### src/hdl/ex_pkg.sv
/*
 * Execute stage datapath definitions
 * Operand width, register file address type and the ALU operator set
 */

package ex_pkg;

  // Datapath and register file widths
  localparam int DATA_W     = 32;
  localparam int REG_ADDR_W = 6;

  // Operand and result word
  typedef logic [DATA_W-1:0] data_t;

  // Register file address, includes the extra bank bit
  typedef logic [REG_ADDR_W-1:0] reg_addr_t;

  // ALU operators
  // Arithmetic and logic first, then shifts, set-less-than and branch compares
  typedef enum logic [3:0] {
    ALU_ADD  = 4'h0,
    ALU_SUB  = 4'h1,
    ALU_AND  = 4'h2,
    ALU_OR   = 4'h3,
    ALU_XOR  = 4'h4,
    ALU_SLL  = 4'h5,
    ALU_SRL  = 4'h6,
    ALU_SRA  = 4'h7,
    ALU_SLT  = 4'h8,
    ALU_SLTU = 4'h9,
    ALU_EQ   = 4'ha,
    ALU_NE   = 4'hb,
    ALU_LT   = 4'hc,
    ALU_GE   = 4'hd,
    ALU_LTU  = 4'he,
    ALU_GEU  = 4'hf
  } alu_op_e;

endpackage

### src/hdl/mult_pkg.sv
/*
 * Multiplier definitions
 * Operator set, shift-add step count and sequencer states
 */

package mult_pkg;

  // MUL is single cycle, the three high variants are iterative
  typedef enum logic [1:0] {
    MUL    = 2'b00,
    MULH   = 2'b01,
    MULHSU = 2'b10,
    MULHU  = 2'b11
  } mult_op_e;

  // One shift-add step per multiplier bit
  localparam int MULT_ITERS = 32;

  // Step counter
  typedef logic [5:0] iter_cnt_t;

  // High multiply sequencer
  typedef enum logic [1:0] {
    MULT_IDLE = 2'b00,
    MULT_STEP = 2'b01,
    MULT_DONE = 2'b10
  } mult_state_e;

endpackage

### src/hdl/ex_alu.sv
/*
 * Execute stage ALU
 * Purely combinational add, subtract, logic, shift and compare unit
 * Also produces the compare bit used for branch decisions
 */

`timescale 1ns/1ns

module ex_alu (
  input  ex_pkg::alu_op_e operator_i,
  input  ex_pkg::data_t   operand_a_i,
  input  ex_pkg::data_t   operand_b_i,
  output ex_pkg::data_t   result_o,
  output logic            cmp_result_o
);

  import ex_pkg::*;

  // Shift amount from the low five bits of operand b
  logic [4:0] shamt;

  // Shared compare terms
  logic       is_equal;
  logic       less_signed;
  logic       less_unsigned;

  // Selected compare bit
  logic       cmp_bit;

  assign shamt = operand_b_i[4:0];

  //////////////////////////////
  // Comparator
  //////////////////////////////

  assign is_equal      = (operand_a_i == operand_b_i);
  assign less_signed   = ($signed(operand_a_i) < $signed(operand_b_i));
  assign less_unsigned = (operand_a_i < operand_b_i);

  always_comb begin
    cmp_bit = 1'b0;
    case (operator_i)
      // Set-less-than shares the branch compare logic
      ALU_SLT:  cmp_bit = less_signed;
      ALU_SLTU: cmp_bit = less_unsigned;
      // Branch compares
      ALU_EQ:   cmp_bit = is_equal;
      ALU_NE:   cmp_bit = ~is_equal;
      ALU_LT:   cmp_bit = less_signed;
      ALU_GE:   cmp_bit = ~less_signed;
      ALU_LTU:  cmp_bit = less_unsigned;
      ALU_GEU:  cmp_bit = ~less_unsigned;
      default:  cmp_bit = 1'b0;
    endcase
  end

  // Zero for arithmetic, logic and shift operators
  assign cmp_result_o = cmp_bit;

  //////////////////////////////
  // Result select
  //////////////////////////////

  always_comb begin
    // Compare operators return the bit zero-extended
    result_o = {{(DATA_W-1){1'b0}}, cmp_bit};
    case (operator_i)
      ALU_ADD: result_o = operand_a_i + operand_b_i;
      ALU_SUB: result_o = operand_a_i - operand_b_i;
      ALU_AND: result_o = operand_a_i & operand_b_i;
      ALU_OR:  result_o = operand_a_i | operand_b_i;
      ALU_XOR: result_o = operand_a_i ^ operand_b_i;
      // Logical shifts fill with zeros
      ALU_SLL: result_o = operand_a_i << shamt;
      ALU_SRL: result_o = operand_a_i >> shamt;
      // Arithmetic shift keeps the sign
      ALU_SRA: result_o = data_t'($signed(operand_a_i) >>> shamt);
      default: result_o = {{(DATA_W-1){1'b0}}, cmp_bit};
    endcase
  end

endmodule

### src/hdl/ex_mult.sv
/*
 * Execute stage multiplier
 * MUL returns the low product word in the same cycle
 * MULH, MULHSU and MULHU run a shift-add sequencer and stall the stage
 */

`timescale 1ns/1ns

module ex_mult (
  input  logic               clk,
  input  logic               rst_n,
  input  logic               enable_i,
  input  mult_pkg::mult_op_e operator_i,
  input  ex_pkg::data_t      op_a_i,
  input  ex_pkg::data_t      op_b_i,
  input  logic               ex_ready_i,
  output ex_pkg::data_t      result_o,
  output logic               multicycle_o,
  output logic               ready_o
);

  import ex_pkg::*;
  import mult_pkg::*;

  // Sequencer control
  mult_state_e state_q;
  mult_state_e state_d;
  iter_cnt_t   cnt_q;
  logic        last_step;

  // Operator decode
  logic        is_high;
  logic        a_signed;
  logic        b_signed;

  // Shift-add datapath, double width
  logic [2*DATA_W-1:0] acc_q;
  logic [2*DATA_W-1:0] mcand_q;
  data_t               mplier_q;

  // Single cycle low product
  data_t               prod_lo;

  assign is_high  = (operator_i != MUL);
  assign a_signed = (operator_i == MULH) || (operator_i == MULHSU);
  assign b_signed = (operator_i == MULH);

  assign prod_lo  = op_a_i * op_b_i;

  assign last_step = (cnt_q == iter_cnt_t'(MULT_ITERS - 1));

  //////////////////////////////
  // Sequencer
  //////////////////////////////

  always_comb begin
    state_d = state_q;
    case (state_q)
      // Leave IDLE on the first presented high multiply
      MULT_IDLE: if (enable_i && is_high) state_d = MULT_STEP;
      MULT_STEP: if (last_step) state_d = MULT_DONE;
      // Hold the result until the stage hands it on
      MULT_DONE: if (ex_ready_i) state_d = MULT_IDLE;
      default:   state_d = MULT_IDLE;
    endcase
  end

  always_ff @(posedge clk or negedge rst_n) begin
    if (!rst_n) begin
      state_q <= MULT_IDLE;
      cnt_q   <= '0;
    end else begin
      state_q <= state_d;
      if (state_q == MULT_STEP) begin
        cnt_q <= cnt_q + 1'b1;
      end else begin
        cnt_q <= '0;
      end
    end
  end

  //////////////////////////////
  // Shift-add datapath
  //////////////////////////////

  always_ff @(posedge clk) begin
    if (state_q == MULT_IDLE) begin
      // Load with operand a extended per operator
      acc_q    <= '0;
      mcand_q  <= {{DATA_W{a_signed & op_a_i[DATA_W-1]}}, op_a_i};
      mplier_q <= op_b_i;
    end else if (state_q == MULT_STEP) begin
      if (mplier_q[0]) begin
        // Signed b gives its top bit a negative weight
        if (last_step && b_signed) begin
          acc_q <= acc_q - mcand_q;
        end else begin
          acc_q <= acc_q + mcand_q;
        end
      end
      mcand_q  <= mcand_q << 1;
      mplier_q <= mplier_q >> 1;
    end
  end

  // Upper product word for the high variants
  assign result_o = is_high ? acc_q[2*DATA_W-1:DATA_W] : prod_lo;

  assign multicycle_o = (state_q == MULT_STEP);

  always_comb begin
    case (state_q)
      MULT_IDLE: ready_o = ~(enable_i & is_high);
      MULT_DONE: ready_o = 1'b1;
      default:   ready_o = 1'b0;
    endcase
  end

  //////////////////////////////
  // Checks
  //////////////////////////////

  // ID must hold the operator for the whole sequence
  a_op_stable: assert property (@(posedge clk) disable iff (!rst_n)
    (state_q != MULT_IDLE) |-> $stable(operator_i));

  // Counter stays inside the step range
  a_cnt_range: assert property (@(posedge clk) disable iff (!rst_n)
    (state_q == MULT_STEP) |-> (cnt_q < MULT_ITERS));

endmodule

### src/hdl/ex_wb_ctrl.sv
/*
 * Execute stage write-back control
 * ALU/forwarding write port, EX/WB register with the load write port,
 * and the stage ready/valid handshake
 */

`timescale 1ns/1ns

module ex_wb_ctrl (
  input  logic              clk,
  input  logic              rst_n,
  input  logic              alu_en_i,
  input  logic              mult_en_i,
  input  logic              csr_access_i,
  input  logic              lsu_en_i,
  input  ex_pkg::data_t     alu_result_i,
  input  ex_pkg::data_t     mult_result_i,
  input  ex_pkg::data_t     csr_rdata_i,
  input  ex_pkg::data_t     lsu_rdata_i,
  input  logic              regfile_alu_we_i,
  input  ex_pkg::reg_addr_t regfile_alu_waddr_i,
  input  logic              regfile_we_i,
  input  ex_pkg::reg_addr_t regfile_waddr_i,
  input  logic              mult_ready_i,
  input  logic              lsu_ready_ex_i,
  input  logic              lsu_err_i,
  input  logic              wb_ready_i,
  input  logic              branch_in_ex_i,
  output logic              regfile_alu_we_fw_o,
  output ex_pkg::reg_addr_t regfile_alu_waddr_fw_o,
  output ex_pkg::data_t     regfile_alu_wdata_fw_o,
  output logic              regfile_we_wb_o,
  output ex_pkg::reg_addr_t regfile_waddr_wb_o,
  output ex_pkg::data_t     regfile_wdata_wb_o,
  output logic              ex_ready_o,
  output logic              ex_valid_o
);

  import ex_pkg::*;

  // Load write enable with bus errors masked
  logic lsu_we;

  assign lsu_we = regfile_we_i & ~lsu_err_i;

  //////////////////////////////
  // Forwarding write port
  //////////////////////////////

  assign regfile_alu_we_fw_o    = regfile_alu_we_i;
  assign regfile_alu_waddr_fw_o = regfile_alu_waddr_i;

  // Later sources win so CSR has top priority
  always_comb begin
    regfile_alu_wdata_fw_o = '0;
    if (alu_en_i)     regfile_alu_wdata_fw_o = alu_result_i;
    if (mult_en_i)    regfile_alu_wdata_fw_o = mult_result_i;
    if (csr_access_i) regfile_alu_wdata_fw_o = csr_rdata_i;
  end

  //////////////////////////////
  // EX/WB register
  //////////////////////////////

  always_ff @(posedge clk or negedge rst_n) begin
    if (!rst_n) begin
      regfile_we_wb_o    <= 1'b0;
      regfile_waddr_wb_o <= '0;
    end else if (ex_valid_o) begin
      regfile_we_wb_o <= lsu_we;
      // Address only moves for a real write
      if (lsu_we) regfile_waddr_wb_o <= regfile_waddr_i;
    end else if (wb_ready_i) begin
      // Nothing new arrived so the slot drains
      regfile_we_wb_o <= 1'b0;
    end
  end

  // Load data comes straight from the LSU in the WB cycle
  assign regfile_wdata_wb_o = lsu_rdata_i;

  //////////////////////////////
  // Handshake
  //////////////////////////////

  // Branches resolve in EX and need no WB slot
  assign ex_ready_o = (mult_ready_i & lsu_ready_ex_i & wb_ready_i) | branch_in_ex_i;
  assign ex_valid_o = (alu_en_i | mult_en_i | csr_access_i | lsu_en_i)
                      & mult_ready_i & lsu_ready_ex_i & wb_ready_i;

  // A stalled WB stage never takes a new result
  a_wb_hold: assert property (@(posedge clk) disable iff (!rst_n)
    !wb_ready_i |=> ($stable(regfile_we_wb_o) && $stable(regfile_waddr_wb_o)));

endmodule

### src/hdl/ex_stage.sv
/*
 * Execute stage top level
 * Connects the ALU, the multiplier and the write-back control
 */

`timescale 1ns/1ns

module ex_stage (
  input  logic               clk,
  input  logic               rst_n,

  // ALU operands from ID
  input  ex_pkg::alu_op_e    alu_operator_i,
  input  ex_pkg::data_t      alu_operand_a_i,
  input  ex_pkg::data_t      alu_operand_b_i,
  input  ex_pkg::data_t      alu_operand_c_i,
  input  logic               alu_en_i,

  // Multiplier operands from ID
  input  mult_pkg::mult_op_e mult_operator_i,
  input  ex_pkg::data_t      mult_operand_a_i,
  input  ex_pkg::data_t      mult_operand_b_i,
  input  logic               mult_en_i,
  output logic               mult_multicycle_o,

  // CSR and LSU
  input  logic               csr_access_i,
  input  ex_pkg::data_t      csr_rdata_i,
  input  logic               lsu_en_i,
  input  ex_pkg::data_t      lsu_rdata_i,
  input  logic               lsu_ready_ex_i,
  input  logic               lsu_err_i,

  // Register file write requests
  input  logic               regfile_alu_we_i,
  input  ex_pkg::reg_addr_t  regfile_alu_waddr_i,
  input  logic               regfile_we_i,
  input  ex_pkg::reg_addr_t  regfile_waddr_i,
  input  logic               branch_in_ex_i,

  // Forwarding port
  output logic               regfile_alu_we_fw_o,
  output ex_pkg::reg_addr_t  regfile_alu_waddr_fw_o,
  output ex_pkg::data_t      regfile_alu_wdata_fw_o,

  // Load write port
  output logic               regfile_we_wb_o,
  output ex_pkg::reg_addr_t  regfile_waddr_wb_o,
  output ex_pkg::data_t      regfile_wdata_wb_o,

  // Branch outputs to IF
  output ex_pkg::data_t      jump_target_o,
  output logic               branch_decision_o,

  // Stage handshake
  input  logic               wb_ready_i,
  output logic               ex_ready_o,
  output logic               ex_valid_o
);

  import ex_pkg::*;

  data_t alu_result;
  logic  alu_cmp;
  data_t mult_result;
  logic  mult_ready;

  // Target is computed in ID, decision from the ALU compare
  assign jump_target_o     = alu_operand_c_i;
  assign branch_decision_o = alu_cmp;

  ex_alu u_alu (
    .operator_i   (alu_operator_i),
    .operand_a_i  (alu_operand_a_i),
    .operand_b_i  (alu_operand_b_i),
    .result_o     (alu_result),
    .cmp_result_o (alu_cmp)
  );

  ex_mult u_mult (
    .clk          (clk),
    .rst_n        (rst_n),
    .enable_i     (mult_en_i),
    .operator_i   (mult_operator_i),
    .op_a_i       (mult_operand_a_i),
    .op_b_i       (mult_operand_b_i),
    .ex_ready_i   (ex_ready_o),
    .result_o     (mult_result),
    .multicycle_o (mult_multicycle_o),
    .ready_o      (mult_ready)
  );

  ex_wb_ctrl u_wb_ctrl (
    .clk                    (clk),
    .rst_n                  (rst_n),
    .alu_en_i               (alu_en_i),
    .mult_en_i              (mult_en_i),
    .csr_access_i           (csr_access_i),
    .lsu_en_i               (lsu_en_i),
    .alu_result_i           (alu_result),
    .mult_result_i          (mult_result),
    .csr_rdata_i            (csr_rdata_i),
    .lsu_rdata_i            (lsu_rdata_i),
    .regfile_alu_we_i       (regfile_alu_we_i),
    .regfile_alu_waddr_i    (regfile_alu_waddr_i),
    .regfile_we_i           (regfile_we_i),
    .regfile_waddr_i        (regfile_waddr_i),
    .mult_ready_i           (mult_ready),
    .lsu_ready_ex_i         (lsu_ready_ex_i),
    .lsu_err_i              (lsu_err_i),
    .wb_ready_i             (wb_ready_i),
    .branch_in_ex_i         (branch_in_ex_i),
    .regfile_alu_we_fw_o    (regfile_alu_we_fw_o),
    .regfile_alu_waddr_fw_o (regfile_alu_waddr_fw_o),
    .regfile_alu_wdata_fw_o (regfile_alu_wdata_fw_o),
    .regfile_we_wb_o        (regfile_we_wb_o),
    .regfile_waddr_wb_o     (regfile_waddr_wb_o),
    .regfile_wdata_wb_o     (regfile_wdata_wb_o),
    .ex_ready_o             (ex_ready_o),
    .ex_valid_o             (ex_valid_o)
  );

endmodule

### config.mk
export PLATFORM = sky130hd
export DESIGN_NAME = ex_stage
export DESIGN_NICKNAME = d
export VERILOG_FILES = /design/src/hdl/ex_pkg.sv /design/src/hdl/mult_pkg.sv /design/src/hdl/ex_alu.sv /design/src/hdl/ex_mult.sv /design/src/hdl/ex_wb_ctrl.sv /design/src/hdl/ex_stage.sv
export SDC_FILE = /design/constraint.sdc
export NUM_CORES = 2
export LEC_CHECK = 0
export BUFFER_PORTS_ARGS = -buffer_cell sky130_fd_sc_hd__buf_2
export CORE_UTILIZATION = 51
export DETAILED_ROUTE_END_ITERATION = 12
export PLACE_DENSITY = 0.79
export SLEW_MARGIN = 15
export SYNTH_ARGS = -nofsm -noshare
export SYNTH_HDL_FRONTEND = slang
export SYNTH_SLANG_ARGS = --single-unit
export TNS_END_PERCENT = 1
### constraint.sdc
create_clock -name clk -period 13.55 [get_ports clk]
set_input_delay 2.71 -clock clk [delete_from_list [all_inputs] [get_ports clk]]
set_output_delay 2.71 -clock clk [all_outputs]
set_load 0.1 [all_outputs]
# Yosys cells after proc, flatten, opt, wreduce, memory -nomap -nowiden
# Index checks and enable logic that the tools add are counted.
[op_classes]
mux = 19
bitwise_logic = 20
div = 0
eq_ne = 24
n_addsub = 5
n_shift = 3
n_lt_le_gt_ge = 2
reduce_logical = 13
mul = 1
[ops]
columns = ["cell", "count"]
rows = [
  ["$pmux 32 s8", 1],
  ["$mux 32", 6],
  ["$mux 64", 3],
  ["$add 64x64->64", 1],
  ["$lt 32x32->1", 2],
  ["$sub 64x64->64", 1],
  ["$add 32x32->32", 1],
  ["$and 32x32->32", 1],
  ["$eq 32x32->1", 1],
  ["$eq 4x4->1 const B", 8],
  ["$mul 32x32->32", 1],
  ["$or 32x32->32", 1],
  ["$shl 32x5->32", 1],
  ["$shr 32x5->32", 1],
  ["$sshr 32x5->32", 1],
  ["$sub 32x32->32", 1],
  ["$xor 32x32->32", 1],
  ["$eq 4x3->1 const B", 4],
  ["$and 1x1->1", 8],
  ["$eq 4x2->1 const B", 2],
  ["$add 6x1->6 const B", 1],
  ["$eq 6x5->1 const B", 1],
  ["$mux 2", 3],
  ["$mux 6", 1],
  ["19 further kinds", 35],
]
[word_totals]
in_bits = 254
mem_bits_ro = 0
mem_bits_rw = 0
n_memories = 0
regBits = 175
latch_bits = 0
out_inout_bits = 114
elab_cells = 94

# Depth between registers and ports, before layout
[depth]
word_depth = 9
depth_mapped = 29
depth_no_buf = 27

# Hierarchy
# A second synthesis with hierarchy kept.
[hier_totals]
cells_unflattened = 4635
area_unflattened_um2 = 37781.2
[modules_own_cells]
columns = ["mod", "area_per_inst_um2", "seq_area_each_um2", "cells_per_inst", "n_inst"]
rows = [
  ["ex_mult", 27351.2, 4364.2, 3138, 1],
  ["ex_alu", 8984.9, 0.0, 1293, 1],
  ["ex_wb_ctrl", 1204.9, 175.2, 172, 1],
  ["ex_stage", 240.2, 0.0, 32, 1],
]

# Least setup slack after synthesis
# Ideal clock, no wire load.
[synth_timing]
kind = "input to output"
from = "in mult_operand_b_i[4]"
to = "out regfile_alu_wdata_fw_o[26]"
n_path_buf = 2
slack_ps = -7
t_required_ps = 10840
t_arrival_ps = 10847
path_stages = 24
cell_sequence = "clkbuf_1 -> clkbuf_1 -> and2_1 -> fa_1 -> inv_1 -> fa_1 -> fa_1 -> fa_1 -> inv_1 -> fa_1 -> fa_1 -> fa_1 -> fa_1 -> ha_1 -> a21o_1 -> a21oi_1 -> nor2b_1 -> o2111ai_1 -> a21boi_0 -> a311o_1 -> xor2_1 -> mux2_2 -> a22oi_1 -> o21ai_0"
[synth_between]
elab_chain_cells = 4
[synth_lines]
columns = ["item", "line_no", "text"]
rows = [
  ["start, declared", "ex_stage.sv:22", "input ex_pkg::data_t mult_operand_b_i,"],
  ["$mul 32x32->32", "ex_mult.sv:48", "assign prod_lo = op_a_i * op_b_i;"],
  ["$mux 32", "ex_mult.sv:107", "assign result_o = is_high ? acc_q[2*DATA_W-1:DATA_W] : prod_lo;"],
  ["$mux 32", "ex_wb_ctrl.sv:57", "if (mult_en_i) regfile_alu_wdata_fw_o = mult_result_i;"],
  ["$mux 32", "ex_wb_ctrl.sv:58", "if (csr_access_i) regfile_alu_wdata_fw_o = csr_rdata_i;"],
  ["end, declared", "ex_stage.sv:44", "output ex_pkg::data_t regfile_alu_wdata_fw_o,"],
]
# Every way passes these cells.

# Worst setup path in the final report
[layout_timing]
from = "in mult_operand_a_i[13]"
to = "out regfile_alu_wdata_fw_o[30]"
[layout_between]
elab_chain_cells = 4
[layout_lines]
columns = ["item", "line_no", "text"]
rows = [
  ["start, declared", "ex_stage.sv:21", "input ex_pkg::data_t mult_operand_a_i,"],
  ["$mul 32x32->32", "ex_mult.sv:48", ""],
  ["$mux 32", "ex_mult.sv:107", ""],
  ["$mux 32", "ex_wb_ctrl.sv:57", ""],
  ["$mux 32", "ex_wb_ctrl.sv:58", ""],
]
# Every way passes these cells.

==> flow_summary_export.csv <==
group,metric,value,unit
run_status,outcome,"completed",
synth,synth_cell_types,89,
worst_setup_path,r2r-end,"u_mult.acc_q[50]",
synth,synth.most_common_cell,"nand2_1",
worst_setup_path,path_class,"primary input to output port",
route,drt_wl_total,125,mm
die,fp.coreArea,0.0717,mm^2
global_route,grt_usage,0.336,
sta,hold_viol,0,
synth,yosys-top-cells-area,"fa_1 22%, ha_1 9.7%, edfxtp_1 7.8%, nand2_1 6.7%, and2_1 5.5%",
worst_setup_path,cp.arrival,10480,ps
cts,postCtsHoldBufs,0,
sta,fin_crit,13190,ps
layout,syn_to_final_growth,4.90,%
worst_setup_path,rrSetupSlack,7690,ps
worst_setup_path,slowest_delay,650,ps
global_route,grt_pass1_vias,33089,
synth,synth_area,0.0371,mm^2
placed_design,hpwl,97.1,mm
min_path,hold_start,"u_mult.acc_q[27]",
placed_design,port_buffers,225,
sta,worst_pin_slew,1120,ps
route,drc,0,
worst_setup_path,path_max_fanout,20,
synth,synth_common_cells,"658 x nand2_1, 498 x inv_1, 411 x fa_1",
sta,setup-violations-final,0,
job,drv_cap,0,
worst_setup_path,worstSetupEndpointType,"output port",
route,drtIter0Drc,3996,
synth,synth_top_area_cell,"fa_1",
synth,ys_seq_area_frac,0.122,
sta,drv_slew,0,
die,die_w,272,um
cts,cts.sinks,175,
route,drtAntennaViolNets,0,
worst_setup_path,slowest_stage,"a41oi_1",
synth,synth_edf_count,96,
cts,cts-root-buf,"clkbuf_16",
worst_setup_path,crit_path_frequent_cell,"fa_1",
synth,synth-seq-cells,175,
route,dr_total_vias,34091,
die,boundaryPins,368,
cts,clk_pin_slew,70,ps
global_route,grt_max_degree,86,
cts,post_cts_resized,0,
sta,rsz0062_at_grt,"no",
min_path,hp-class,"flop to flop",
global_route,grt_first_pass_wirelength,193,mm
cts,htree_num_levels,4,
synth,avgSynthCellArea,8.08,um^2
die,die_height,272,um
cts,cts_setup_buffers,0,
cts,worstSkewPairLatency,460,ps
route,firstDrtPassIters,8,
layout,n_antenna_cell,0,
synth,synth_warnings,0,
synth,synth_nets,5538,
die,die-area,0.0738,mm^2
global_route,antenna_found_initial,4,
synth,synth_top_flop_cell,"edfxtp_1",
layout,drive_above_1_share,0.0938,
layout,nets,5479,
sta,clock.fmax,0.0758,GHz
cts,tritoncts,"built",
worst_setup_path,required,10840,ps
worst_setup_path,reg2regPathDepth,17,
sta,fin_crit_sh,0.973,
global_route,gr-total-overflow,0,
sta,final.setup.tns,0,ps
synth,ys_async_sr_fraction,0.0857,
cts,numCtsBuffers,17,
cts,clk_path_buf_depth,2,
min_path,min_to,"u_mult.acc_q[27]",
synth,synth.top_cell.area_share,0.222,
route,via_per_inst,6.21,
die,core.rowCount,98,
sta,maxSlewHeadroom,0.242,
placed_design,place_congestion,1.03,
sta,finClkSkew,20.5,ps
route,avgRoutedWirePerCell,22.9,um
worst_setup_path,cp-start-kind,"primary input",
synth,syn-instance-count,4586,
die,start_util,0.517,
min_path,hold_path_depth,2,
worst_setup_path,r2r_start,"u_mult.mcand_q[5]",
## metrics by stage
stage / utilization / hold slack, ps / cell area (um^2) / worst slack, ps / cells
detailed placement: 0.533 / 450 / 38200 / 392 / 5458
finish: 0.542 / 461 / 38900 / 364 / 5490
CTS: 0.542 / 462 / 38900 / 384 / 5490
global route: 0.542 / 479 / 38900 / 28.2 / 5490
global placement: 0.533 / 444 / 38200 / 455 / 5458
floorplan: - / 433 / 37100 / 200 / 4586
## kinds of logic (layout without fill, tap and decap cells)
| logic type | Yosys count | count (layout) | share of synthesized area |
|---|---|---|---|
| DFF | 175 | 175 | 0.122 |
| xor gates and xnor gates | 220 | 220 | 0.0522 |
| AOI/OAI and AO/OA | 981 | 981 | 0.171 |
| adders and majority gates | 698 | 698 | 0.319 |
| buffers and inverters | 861 | 815 | 0.0947 |
| and+or+nand+nor | 1531 | 1531 | 0.198 |
| muxes | 120 | 120 | 0.0436 |
## final cells by class
type	instances	area (um^2)
fillers	6619	32800
multi-input cells	3550	29000
flip-flops and latches	175	4540
inverters	500	1880
repair buffers	283	1600
well taps	950	1190
clock buffers	18	450
clock inverters	14	183
## worst max path at each step
stage | start | to | slack (ps) | depth (start not counted)
2_1_floorplan | mult_operand_b_i[4] | regfile_alu_wdata_fw_o[30] | 200 | 24
3_3_place_gp | mult_operand_a_i[12] | regfile_alu_wdata_fw_o[28] | 460 | 27
3_5_place_dp | mult_operand_a_i[12] | regfile_alu_wdata_fw_o[28] | 390 | 27
4_1_cts | mult_operand_a_i[12] | regfile_alu_wdata_fw_o[28] | 380 | 27
5_1_grt | mult_operand_a_i[14] | regfile_alu_wdata_fw_o[28] | 30 | 27
6_report | mult_operand_a_i[13] | regfile_alu_wdata_fw_o[30] | 360 | 26
## registers in the layout (all words and copies together), names as in the netlist
name and flops:
u_mult.mplier_q 32, u_wb_ctrl.regfile_we_wb_o 1, u_mult.acc_q 64, u_mult.state_q 2
u_wb_ctrl.regfile_waddr_wb_o 6, u_mult.cnt_q 6, u_mult.mcand_q 64
## cell usage in the layout (no fill, tap or decap), types with 35 or more instances in the layout
cell,n
fa_1,411
dfxtp_1,64
nor2_1,237
mux2i_1,57
and2_1,326
xnor2_1,132
a21o_1,84
a21oi_1,289
o21ai_0,217
nand3_1,54
ha_1,287
nor3_1,62
xor2_1,87
nand2_1,657
a221oi_1,40
inv_1,496
buf_4,59
o21bai_1,41
o211ai_1,35
buf_2,221
edfxtp_1,96
## worst max-delay path: cells and delay by family
kind / cells / cell delay (ps)
adders and majority gates: 9 / 4230
and+or+nand+nor: 2 / 290
buffers and inverters: 6 / 850
AOI/OAI and AO/OA: 9 / 2380
## routing by layer
layer  GRT usage  vias to the layer above  part of all wire
li1            -                    15144                 -
met1       0.440                    16533              0.38
met2       0.517                     1973              0.45
met3      0.0659                      431              0.10
met4       0.192                       10             0.066
met5           0                        -           0.00060
Power is not shown: default switching activity piles up to over one toggle a cycle in this logic, so the estimate is an artifact.
